$ cat src/common/cn_macros.svh
`ifndef CN_MACROS_SVH
`define CN_MACROS_SVH

// trigger strobe bit positions, one parameter per bit
`define CN_TRIG_IA_GAIN     1
`define CN_TRIG_II_GAIN     2
`define CN_TRIG_PROPORTION  4
`define CN_TRIG_OFFSET      6
`define CN_TRIG_EXTRA       8
`define CN_TRIG_SYN_GAIN    13

// q8.8 gain constants
`define CN_GAIN_ONE         16'd256    // 1.0
`define CN_SYN_GAIN_RESET   16'd512    // 2.0
`define CN_GAIN_FRAC        8          // fraction bits

// synapse
`define CN_SYN_AMP          32'd1024   // kick per afferent spike
`define CN_SYN_DECAY_SHIFT  3          // leak of cur/8 per step

// drive scaling
`define CN_COMP_SHIFT       9          // neuron compensation
`define CN_EXTRA_SHIFT      4          // tonic cortical drive

// neuron
`define CN_NEURON_IN_SHIFT  8
`define CN_THRESHOLD        32'd30720  // 30 mv scaled by 2^10

`endif

$ cat src/common/cn_pkg.sv
package cn_pkg;

    // raw 32 bit load word from the host side
    typedef logic [31:0] cn_word_t;

    // unsigned q8.8, 256 is unity
    typedef logic [15:0] cn_gain_t;

    // currents, drives and membrane potential all share this width
    typedef logic [31:0] cn_current_t;

    // one-hot load strobes
    typedef logic [15:0] cn_trig_t;

    // loadable model parameters
    typedef struct packed {
        cn_gain_t    ia_gain;      // weight of the ia afferent
        cn_gain_t    ii_gain;      // weight of the ii afferent
        cn_gain_t    syn_gain;     // common synaptic gain
        cn_gain_t    proportion;   // share sent to the overflow neuron
        cn_current_t offset;       // subtracted from raw drive
        cn_current_t extra_drive;  // tonic cortical input
    } cn_params_t;

    // synaptic currents per afferent
    typedef struct packed {
        cn_current_t ia_current;
        cn_current_t ii_current;
    } cn_syn_t;

    // drives into the two neurons
    typedef struct packed {
        cn_current_t main_drive;
        cn_current_t overflow_drive;
    } cn_drive_t;

endpackage

$ cat src/rtl/cn_param_bank.sv
`include "cn_macros.svh"

module cn_param_bank (
    input  logic               ep50trig,
    input  logic               reset_global,
    input  cn_pkg::cn_trig_t   i_trig,       // one-hot load strobes
    input  cn_pkg::cn_word_t   i_trig_data,  // value to load
    output cn_pkg::cn_params_t o_params
);

    // gains only keep the low half of the load word
    cn_pkg::cn_gain_t gain_data;

    assign gain_data = i_trig_data[15:0];

    always_ff @(posedge ep50trig or posedge reset_global) begin
        if (reset_global) begin
            // physiological defaults
            o_params.ia_gain     <= `CN_GAIN_ONE;
            o_params.ii_gain     <= `CN_GAIN_ONE;
            o_params.syn_gain    <= `CN_SYN_GAIN_RESET;   // 2.0
            o_params.proportion  <= `CN_GAIN_ONE;         // full share to overflow
            o_params.offset      <= '0;
            o_params.extra_drive <= '0;
        end else begin
            // each field watches its own strobe bit, several may fire together
            if (i_trig[`CN_TRIG_IA_GAIN]) begin
                o_params.ia_gain <= gain_data;
            end
            if (i_trig[`CN_TRIG_II_GAIN]) begin
                o_params.ii_gain <= gain_data;
            end
            if (i_trig[`CN_TRIG_SYN_GAIN]) begin
                o_params.syn_gain <= gain_data;
            end
            if (i_trig[`CN_TRIG_PROPORTION]) begin
                o_params.proportion <= gain_data;  // 0 mutes the overflow neuron
            end
            if (i_trig[`CN_TRIG_OFFSET]) begin
                o_params.offset <= i_trig_data;
            end
            if (i_trig[`CN_TRIG_EXTRA]) begin
                o_params.extra_drive <= i_trig_data;  // scaled later in drive stage
            end
        end
    end

endmodule

$ cat src/rtl/cn_synapse_stage.sv
`include "cn_macros.svh"

module cn_synapse_stage (
    input  logic            ep50trig,
    input  logic            reset_global,
    input  logic            i_sim_reset,  // sync clear of model state
    input  logic            i_spike_ia,   // ia afferent spike level
    input  logic            i_spike_ii,   // ii afferent spike level
    output cn_pkg::cn_syn_t o_syn
);

    cn_pkg::cn_current_t ia_next;
    cn_pkg::cn_current_t ii_next;

    // one exponential synapse step
    // leak by cur >> shift, then add the kick if the afferent fired
    function automatic cn_pkg::cn_current_t syn_next(
        input cn_pkg::cn_current_t cur,
        input logic                spike
    );
        cn_pkg::cn_current_t leaked;
        leaked = cur - (cur >> `CN_SYN_DECAY_SHIFT);
        if (spike) begin
            leaked = leaked + `CN_SYN_AMP;
        end
        return leaked;
    endfunction

    assign ia_next = syn_next(o_syn.ia_current, i_spike_ia);
    assign ii_next = syn_next(o_syn.ii_current, i_spike_ii);

    always_ff @(posedge ep50trig or posedge reset_global) begin
        if (reset_global) begin
            o_syn <= '0;
        end else if (i_sim_reset) begin
            o_syn <= '0;  // spikes during sim reset are dropped
        end else begin
            o_syn.ia_current <= ia_next;
            o_syn.ii_current <= ii_next;
        end
    end

endmodule

$ cat src/rtl/cn_drive_stage.sv
`include "cn_macros.svh"

module cn_drive_stage (
    input  logic               ep50trig,
    input  logic               reset_global,
    input  cn_pkg::cn_syn_t    i_syn,
    input  cn_pkg::cn_params_t i_params,
    output cn_pkg::cn_current_t o_raw_drive
);

    // all arithmetic here wraps at 32 bits
    cn_pkg::cn_current_t ia_gain_ext;
    cn_pkg::cn_current_t ii_gain_ext;
    cn_pkg::cn_current_t syn_gain_ext;
    cn_pkg::cn_current_t ia_weighted;    // q8.8 scaled
    cn_pkg::cn_current_t ii_weighted;    // q8.8 scaled
    cn_pkg::cn_current_t afferent_sum;   // back to integer
    cn_pkg::cn_current_t syn_product;
    cn_pkg::cn_current_t syn_scaled;
    cn_pkg::cn_current_t compensated;    // sensory part of drive
    cn_pkg::cn_current_t extra_scaled;   // tonic part of drive
    cn_pkg::cn_current_t raw_drive_d;

    // zero extend gains to the current width
    assign ia_gain_ext  = {16'd0, i_params.ia_gain};
    assign ii_gain_ext  = {16'd0, i_params.ii_gain};
    assign syn_gain_ext = {16'd0, i_params.syn_gain};

    // weight each afferent
    assign ia_weighted = i_syn.ia_current * ia_gain_ext;
    assign ii_weighted = i_syn.ii_current * ii_gain_ext;

    // merge then drop the gain fraction
    assign afferent_sum = (ia_weighted + ii_weighted) >> `CN_GAIN_FRAC;

    // common synaptic gain
    assign syn_product = afferent_sum * syn_gain_ext;
    assign syn_scaled  = syn_product >> `CN_GAIN_FRAC;

    // neuron compensation applied after the gain
    assign compensated = syn_scaled << `CN_COMP_SHIFT;

    // cortical drive enters with its own fixed scale
    assign extra_scaled = i_params.extra_drive << `CN_EXTRA_SHIFT;

    assign raw_drive_d = compensated + extra_scaled;

    // drive latch, new value every step
    always_ff @(posedge ep50trig or posedge reset_global) begin
        if (reset_global) begin
            o_raw_drive <= '0;
        end else begin
            o_raw_drive <= raw_drive_d;
        end
    end

endmodule

$ cat src/rtl/cn_offset_stage.sv
`include "cn_macros.svh"

module cn_offset_stage (
    input  logic                ep50trig,
    input  logic                reset_global,
    input  cn_pkg::cn_current_t i_raw_drive,  // latched drive
    input  cn_pkg::cn_params_t  i_params,
    output cn_pkg::cn_drive_t   o_drive
);

    cn_pkg::cn_current_t main_drive_d;
    logic [47:0]         overflow_prod;  // 32 x 16 full product
    cn_pkg::cn_drive_t   drive_d;

    // offset with floor at zero, equal values give 0 too
    assign main_drive_d = (i_raw_drive > i_params.offset) ?
                          (i_raw_drive - i_params.offset) : '0;

    // proportion of the main drive, kept wide so 1.0 passes unchanged
    assign overflow_prod = {16'd0, main_drive_d} * {32'd0, i_params.proportion};

    always_comb begin
        drive_d.main_drive     = main_drive_d;
        drive_d.overflow_drive = overflow_prod[`CN_GAIN_FRAC +: 32];  // drop q8.8 fraction
    end

    always_ff @(posedge ep50trig or posedge reset_global) begin
        if (reset_global) begin
            o_drive <= '0;
        end else begin
            o_drive <= drive_d;  // both neuron drives move together
        end
    end

endmodule

$ cat src/rtl/iaf_neuron.sv
`include "cn_macros.svh"

module iaf_neuron (
    input  logic                ep50trig,
    input  logic                reset_global,
    input  logic                i_sim_reset,  // clears the membrane
    input  cn_pkg::cn_current_t i_drive,
    output logic                o_spike       // one cycle per firing
);

    cn_pkg::cn_current_t v_mem;  // membrane potential
    cn_pkg::cn_current_t v_sum;  // potential after this step's input

    // integrate the scaled drive, no leak
    assign v_sum = v_mem + (i_drive >> `CN_NEURON_IN_SHIFT);

    always_ff @(posedge ep50trig or posedge reset_global) begin
        if (reset_global) begin
            v_mem   <= '0;
            o_spike <= 1'b0;
        end else if (i_sim_reset) begin
            v_mem   <= '0;
            o_spike <= 1'b0;
        end else if (v_sum >= `CN_THRESHOLD) begin
            v_mem   <= '0;    // fire and restart from rest
            o_spike <= 1'b1;
        end else begin
            v_mem   <= v_sum;
            o_spike <= 1'b0;  // pulse lasts a single step
        end
    end

endmodule

$ cat src/rtl/cn_top.sv
module cn_top (
    input  logic                ep50trig,
    input  logic                reset_global,
    input  logic                i_sim_reset,
    input  cn_pkg::cn_trig_t    i_trig,
    input  cn_pkg::cn_word_t    i_trig_data,
    input  logic                i_spike_ia,
    input  logic                i_spike_ii,
    output cn_pkg::cn_current_t o_main_drive,
    output cn_pkg::cn_current_t o_overflow_drive,
    output logic                o_spike_main,
    output logic                o_spike_overflow,
    output cn_pkg::cn_current_t o_sim_time  // model step count
);

    cn_pkg::cn_params_t  params;
    cn_pkg::cn_syn_t     syn;        // stage 1 out
    cn_pkg::cn_current_t raw_drive;  // stage 2 out
    cn_pkg::cn_drive_t   drive;      // stage 3 out

    cn_param_bank u_param_bank (
        .ep50trig     (ep50trig),
        .reset_global (reset_global),
        .i_trig       (i_trig),
        .i_trig_data  (i_trig_data),
        .o_params     (params)
    );

    cn_synapse_stage u_synapse_stage (
        .ep50trig     (ep50trig),
        .reset_global (reset_global),
        .i_sim_reset  (i_sim_reset),
        .i_spike_ia   (i_spike_ia),
        .i_spike_ii   (i_spike_ii),
        .o_syn        (syn)
    );

    cn_drive_stage u_drive_stage (
        .ep50trig     (ep50trig),
        .reset_global (reset_global),
        .i_syn        (syn),
        .i_params     (params),
        .o_raw_drive  (raw_drive)
    );

    cn_offset_stage u_offset_stage (
        .ep50trig     (ep50trig),
        .reset_global (reset_global),
        .i_raw_drive  (raw_drive),
        .i_params     (params),
        .o_drive      (drive)
    );

    // main cn neuron
    iaf_neuron u_main (
        .ep50trig     (ep50trig),
        .reset_global (reset_global),
        .i_sim_reset  (i_sim_reset),
        .i_drive      (drive.main_drive),
        .o_spike      (o_spike_main)
    );

    // overflow neuron on the proportioned drive
    iaf_neuron u_overflow (
        .ep50trig     (ep50trig),
        .reset_global (reset_global),
        .i_sim_reset  (i_sim_reset),
        .i_drive      (drive.overflow_drive),
        .o_spike      (o_spike_overflow)
    );

    assign o_main_drive     = drive.main_drive;
    assign o_overflow_drive = drive.overflow_drive;

    // step counter, untouched by sim reset
    always_ff @(posedge ep50trig or posedge reset_global) begin
        if (reset_global) begin
            o_sim_time <= '0;
        end else begin
            o_sim_time <= o_sim_time + 32'd1;
        end
    end

endmodule

$ cat config.mk
export PLATFORM = sky130hd
export DESIGN_NAME = cn_top
export DESIGN_NICKNAME = d
export VERILOG_FILES = /design/src/common/cn_pkg.sv /design/src/rtl/cn_param_bank.sv /design/src/rtl/cn_synapse_stage.sv /design/src/rtl/cn_drive_stage.sv /design/src/rtl/cn_offset_stage.sv /design/src/rtl/iaf_neuron.sv /design/src/rtl/cn_top.sv
export VERILOG_INCLUDE_DIRS = /design/src /design/src/common
export SDC_FILE = /design/constraint.sdc
export NUM_CORES = 2
export LEC_CHECK = 0
export BUFFER_PORTS_ARGS = -buffer_cell sky130_fd_sc_hd__buf_2
export CAP_MARGIN = 20
export CORE_UTILIZATION = 57
export DETAILED_ROUTE_END_ITERATION = 16
export PLACE_DENSITY = 0.8
export SKIP_LAST_GASP = 1
export SLEW_MARGIN = 40
export SYNTH_ARGS = -nofsm -noshare
export SYNTH_HDL_FRONTEND = slang
export SYNTH_SLANG_ARGS = --single-unit
$ cat constraint.sdc
create_clock -name ep50trig -period 42.8 [get_ports ep50trig]
set_clock_uncertainty 0.2 [all_clocks]
set_input_delay 2.14 -clock ep50trig [delete_from_list [all_inputs] [get_ports ep50trig]]
set_output_delay 2.14 -clock ep50trig [all_outputs]
set_load 0.02 [all_outputs]
Yosys cells after proc, flatten, opt, wreduce, memory -nomap -nowiden
Cells that the tools add are included.

storage, ports and cells
  register bits after elaboration = 382
  bits of input ports = 53
  output and inout port bits = 98
  word-level logic and storage cells = 45

cells by class
  $add $sub $neg = 10
  $mul = 4
  $lt $le $gt $ge = 3
  mux-type cells = 12

operator list
  operator                                               number
  2-to-1 mux 32 bit                                      7
  adder 32 x 11 -> 32 bit, second input constant         2
  adder 32 x 24 -> 32 bit                                2
  adder 32 bit                                           2
  >= comparator 32 x 15 -> 1 bit, second input constant  2
  multiplier 32 x 16 -> 32 bit                           2
  2-to-1 mux 64 bit                                      1
  subtractor 32 x 29 -> 32 bit                           2
  multiplier 32 x 16 -> 40 bit                           1
  adder 32 x 1 -> 32 bit, second input constant          1
  > comparator 32 bit                                    1
  subtractor 32 bit                                      1
  multiplier 24 x 16 -> 31 bit                           1
  2-to-1 mux 1 bit                                       4

Longest topological paths before layout
  word-level depth = 4
  mapped depth = 65
  gate-level depth less buffers = 63

Modules after synthesis
From an unflattened synthesis, not the netlist that was laid out.

second synthesis, totals
  cells, all modules = 7,589
  area, all modules = 70,890.5 µm²

by module, submodules not included
  module            times used  cells an instance  area each (µm²)  sequential area each (µm²)
  cn_drive_stage    1           3,675              34,035.1         700.7
  cn_offset_stage   1           2,019              17,812.1         1,601.5
  cn_synapse_stage  1           883                6,825.3          1,601.5
  iaf_neuron        2           305                2,716.4          825.8
  cn_param_bank     1           273                5,296.3          3,208.1
  cn_top            1           129                1,488.9          800.8

Worst setup path before layout
Ideal clock, no wire load.

  path kind = reg2reg
  from = register u_param_bank.o_params[116] in the netlist's numbering
  to = register u_drive_stage.o_raw_drive[31]
  setup time = 0.134 ns
  arrival = 14.545 ns
  data required time = 42.466 ns
  slack = 27.921 ns
  stages on the path, launching flop included = 62
  buffers on the path = 3
  clock period less this slack = 14.879 ns
  cell sequence = dfrtp_1 > clkbuf_1 > clkbuf_1 > and2_1 > fa_1 > inv_1 > fa_1 > fa_1 > inv_1 > ha_1 > inv_1 > fa_1 > inv_1 > fa_1 > inv_1 > fa_1 > inv_1 > fa_1 > [... 26 more ...] > or2_2 > inv_1 > a21oi_1 > xnor2_1 > ha_1 > or3_1 > a211oi_1 > o31ai_1 > or4_1 > a31oi_1 > nor2b_1 > o21a_1 > o21ai_0 > nand2b_1 > a21oi_1 > xnor2_1 > xnor2_1 > xnor3_1

on the way
  cells in the longest elaborated chain, start to end = 4

RTL lines
  item                                     line                  text
  from (decl)                              cn_param_bank.sv:8    output cn_pkg::cn_params_t o_params
  multiplier 32 x 16 -> 32 bit             cn_drive_stage.sv:30  assign ia_weighted = i_syn.ia_current * ia_gain_ext;
  adder 32 bit                             cn_drive_stage.sv:34  assign afferent_sum = (ia_weighted + ii_weighted) >> `CN_GAIN_FRAC;
  multiplier 24 x 16 -> 31 bit             cn_drive_stage.sv:37  assign syn_product = afferent_sum * syn_gain_ext;
  adder 32 bit                             cn_drive_stage.sv:46  assign raw_drive_d = compensated + extra_scaled;
  named net u_drive_stage.raw_drive_d[31]  cn_drive_stage.sv:22  cn_pkg::cn_current_t raw_drive_d;
  to (signal assigned)                     cn_drive_stage.sv:53  o_raw_drive <= raw_drive_d;
  to (decl)                                cn_drive_stage.sv:8   output cn_pkg::cn_current_t o_raw_drive

The timed path passes the listed nets, and every way through them passes these cells.
A chain may end at the register's enable or synchronous reset.

Worst setup path after layout
  from = register u_synapse_stage.o_syn[37] in the netlist's numbering
  to = register u_drive_stage.o_raw_drive[31]

on the way
  cells in the longest elaborated chain, start to end = 4

RTL lines
  item                                     line                   text
  from (decl)                              cn_synapse_stage.sv:9  output cn_pkg::cn_syn_t o_syn
  multiplier 32 x 16 -> 32 bit             cn_drive_stage.sv:30
  adder 32 bit                             cn_drive_stage.sv:34
  multiplier 24 x 16 -> 31 bit             cn_drive_stage.sv:37
  adder 32 bit                             cn_drive_stage.sv:46
  named net u_drive_stage.raw_drive_d[31]  cn_drive_stage.sv:22

The timed path passes the listed nets, and every way through them passes these cells.

==> out/metrics.cfg <==
[outcome]
status=finished, final reports clean

[worst_setup_path]
crit_type=flop to flop
critical-path-slowest-cell=dfrtp_1
r2r_slack_ns=26.43
cpMostUsedCell=fa_1
endpoint_kind=flop
cp-start-kind=flop
cp.arrival_ns=16.69
max_stage_delay_ns=0.91
r2r_start=u_synapse_stage.o_syn[37]
critPathMaxFanout=18
worst_r2r_path_depth=59
rr_endpoint=u_drive_stage.o_raw_drive[31]
required_ns=43.12

[grt]
grt_pass1_wl_um=282000
grt_pass1_vias=53500
top_usage_layer=met2
antenna_found_initial=4
use_met1=0.396
grt_usage=0.297
use_met2=0.482
grt_max_degree=72
grt_use_met3=0.0530
overflow=0

[timing]
hold_viol=0
finalSetupTns_ns=0
tightest_slew_ns=0.889
fmax_ghz=0.0611
period_needed_ns=16.37
drv_slew=0
relSlewSlack=0.408
whs_ns=0.171
setup_viol=0
rsz0062_at_grt=false
fin_crit_sh=0.383

[synthesis]
synth_cell_types=86
yosysSeqAreaShare=0.140
synth_area_per_cell_um2=9.39
synth_seq_cells=378
synth_area_um2=67400
synth_edf_count=0
synth_ff_type=dfrtp_1
postSynthCellCount=7177
yosysWarnings=0
synthArstFlopShare=1.00

[drt]
wl_per_cell_um=19.6
drt_iter0_drc=4148
num_vias=49800
firstDrtPassIters=5
wirelength_um=171000
vias_per_cell=5.69
post-route-drc-count=0
final_antenna_net_count=0

[layout]
finalCoreUtilization=0.612
final_cell_mix=inv_1 (1397), fa_1 (1329), nand2_1 (954)
drive_above_1_share=0.0664
final_nets=8985
areaGrowthSynthToFinish_pct=5.86
fill_cells=9347
final_common_cell=inv_1

[floorplan]
core_area_um2=117000
pin_count=151
start_util=0.578
design.die.area_um2=120000
die_h_um=346
die_w_um=346
rows=125

[clock_tree]
cts.sinks=378
clkLatencyLatePin_ns=0.63
cts.repair.resized=0
clockBufferDepth=3
cts_hold_buf=0
cts_root_buffer=clkbuf_16
path_clk_slew_ns=0.06
htree_num_levels=2
cts-buffers-inserted=46
cts_tree=yes
post_cts_buffers=0

[placement]
io_buffers=140
place.gp.congestion=0.916
hpwlAfterDp_um=133000

[hold_path]
min_from=u_param_bank.o_params[1]
hold-path-cell-count=0
holdPathEnd=u_drive_stage.o_raw_drive[5]
hp-class=flop to flop

[run]
max_cap_viol_count=0

[flip-flops by register name, indices dropped and copies added, names as in the netlist]
| signal | flops |
|---|---|
| o_sim_time | 32 |
| u_drive_stage.o_raw_drive | 28 |
| u_main.o_spike | 1 |
| u_main.v_mem | 32 |
| u_offset_stage.o_drive | 64 |
| u_overflow.o_spike | 1 |
| u_overflow.v_mem | 32 |
| u_param_bank.o_params | 124 |
| u_synapse_stage.o_syn | 64 |
[Yosys cell counts, drive strengths merged, types with 7 or more instances]
cell / count / area (um^2)
o31ai: 7 / 57.6
nor3b: 7 / 52.6
inv: 1398 / 5250
fa: 1329 / 26600
and4: 7 / 61.3
or2: 13 / 81.3
a21oi: 159 / 807
dfrtp: 374 / 9360
o21a: 44 / 330
nor2: 229 / 860
and3: 28 / 175
nor2b: 32 / 200
nand3: 60 / 300
nand2b: 20 / 125
ha: 419 / 5240
a21o: 80 / 601
or3: 17 / 106
nand2: 954 / 3580
xor2: 92 / 806
nor4: 26 / 240
o21bai: 40 / 300
a211o: 11 / 96.3
a2111oi: 12 / 181
o211ai: 9 / 67.6
nand4: 28 / 175
mux2i: 9 / 90.1
buf: 9 / 37.5
and2: 813 / 5090
mux2: 99 / 1110
a211oi: 13 / 97.6
a31oi: 15 / 93.8
o21ai: 114 / 571
xnor2: 249 / 2180
nor3: 58 / 290
clkbuf: 289 / 1080
a21boi: 11 / 82.6
[how the worst max path moves through the flow]
stage | startpoint | endpoint | slack (ns) | cells after the start
2_1_floorplan | u_param_bank.o_params[116] | u_drive_stage.o_raw_drive[31] | 27.92 | 61
3_3_place_gp | u_param_bank.o_params[114] | u_drive_stage.o_raw_drive[31] | 26.48 | 58
3_5_place_dp | u_param_bank.o_params[116] | u_drive_stage.o_raw_drive[31] | 26.47 | 59
4_1_cts | u_param_bank.o_params[116] | u_drive_stage.o_raw_drive[31] | 26.41 | 59
6_report | u_synapse_stage.o_syn[37] | u_drive_stage.o_raw_drive[31] | 26.43 | 59
5_1_grt | u_synapse_stage.o_syn[37] | u_drive_stage.o_raw_drive[31] | 25.56 | 59
[critical path, delay by kind of cell, from the launching register on]
| kind | cells | cell delay [ns] |
|---|---|---|
| adders and majority gates | 17 | 7.47 |
| AOI/OAI and AO/OA | 14 | 3.26 |
| and+or+nand+nor | 13 | 2.67 |
| DFF | 1 | 0.91 |
| xor gates and xnor gates | 4 | 0.86 |
| buffers and inverters | 11 | 0.84 |
[through the flow]
step	instance area, um^2	cells	setup slack (ns)
floorplan	67600	7210	27.92
global placement	69700	8659	26.48
detailed placement	69800	8659	26.47
CTS	71300	8742	26.41
global route	71400	8744	25.56
finish	71400	8746	26.43
[cell families (layout without fill, tap and decap cells)]
logic type | count (synthesis) | after routing | share of synthesized area
buffers and inverters | 1696 | 1705 | 0.0945
AO/OA/AOI/OAI | 582 | 582 | 0.0577
multiplexers | 108 | 108 | 0.0179
flip-flops | 378 | 378 | 0.140
other | 1 | 37 | 0.0000556
adder cells (fa/ha/maj) | 1748 | 1748 | 0.472
XOR/XNOR | 344 | 344 | 0.0453
AND/OR/NAND/NOR | 2320 | 2320 | 0.172
[per-layer routing]
layer  vias to the layer above  wire [um]
met5                         -         11
met4                         2       7690
met3                       466      15400
met2                      2296      80700
met1                     25400      67600
li1                      21600          -
[final cells by class]
cell class | instances | area [um^2] | area share
Antenna cell | 3 | 7.51 | 0.000105
Clock buffer | 63 | 1280 | 0.0180
Clock inverter | 20 | 264 | 0.00370
Inverter | 1398 | 5260 | 0.0736
Multi-Input combinational cell | 5136 | 51800 | 0.726
Sequential cell | 378 | 9490 | 0.133
Tap cell | 1524 | 1910 | 0.0267
Timing Repair Buffer | 224 | 1360 | 0.0191
Power is not shown: default switching activity piles up to over one toggle a cycle in this logic, so the estimate is an artifact.
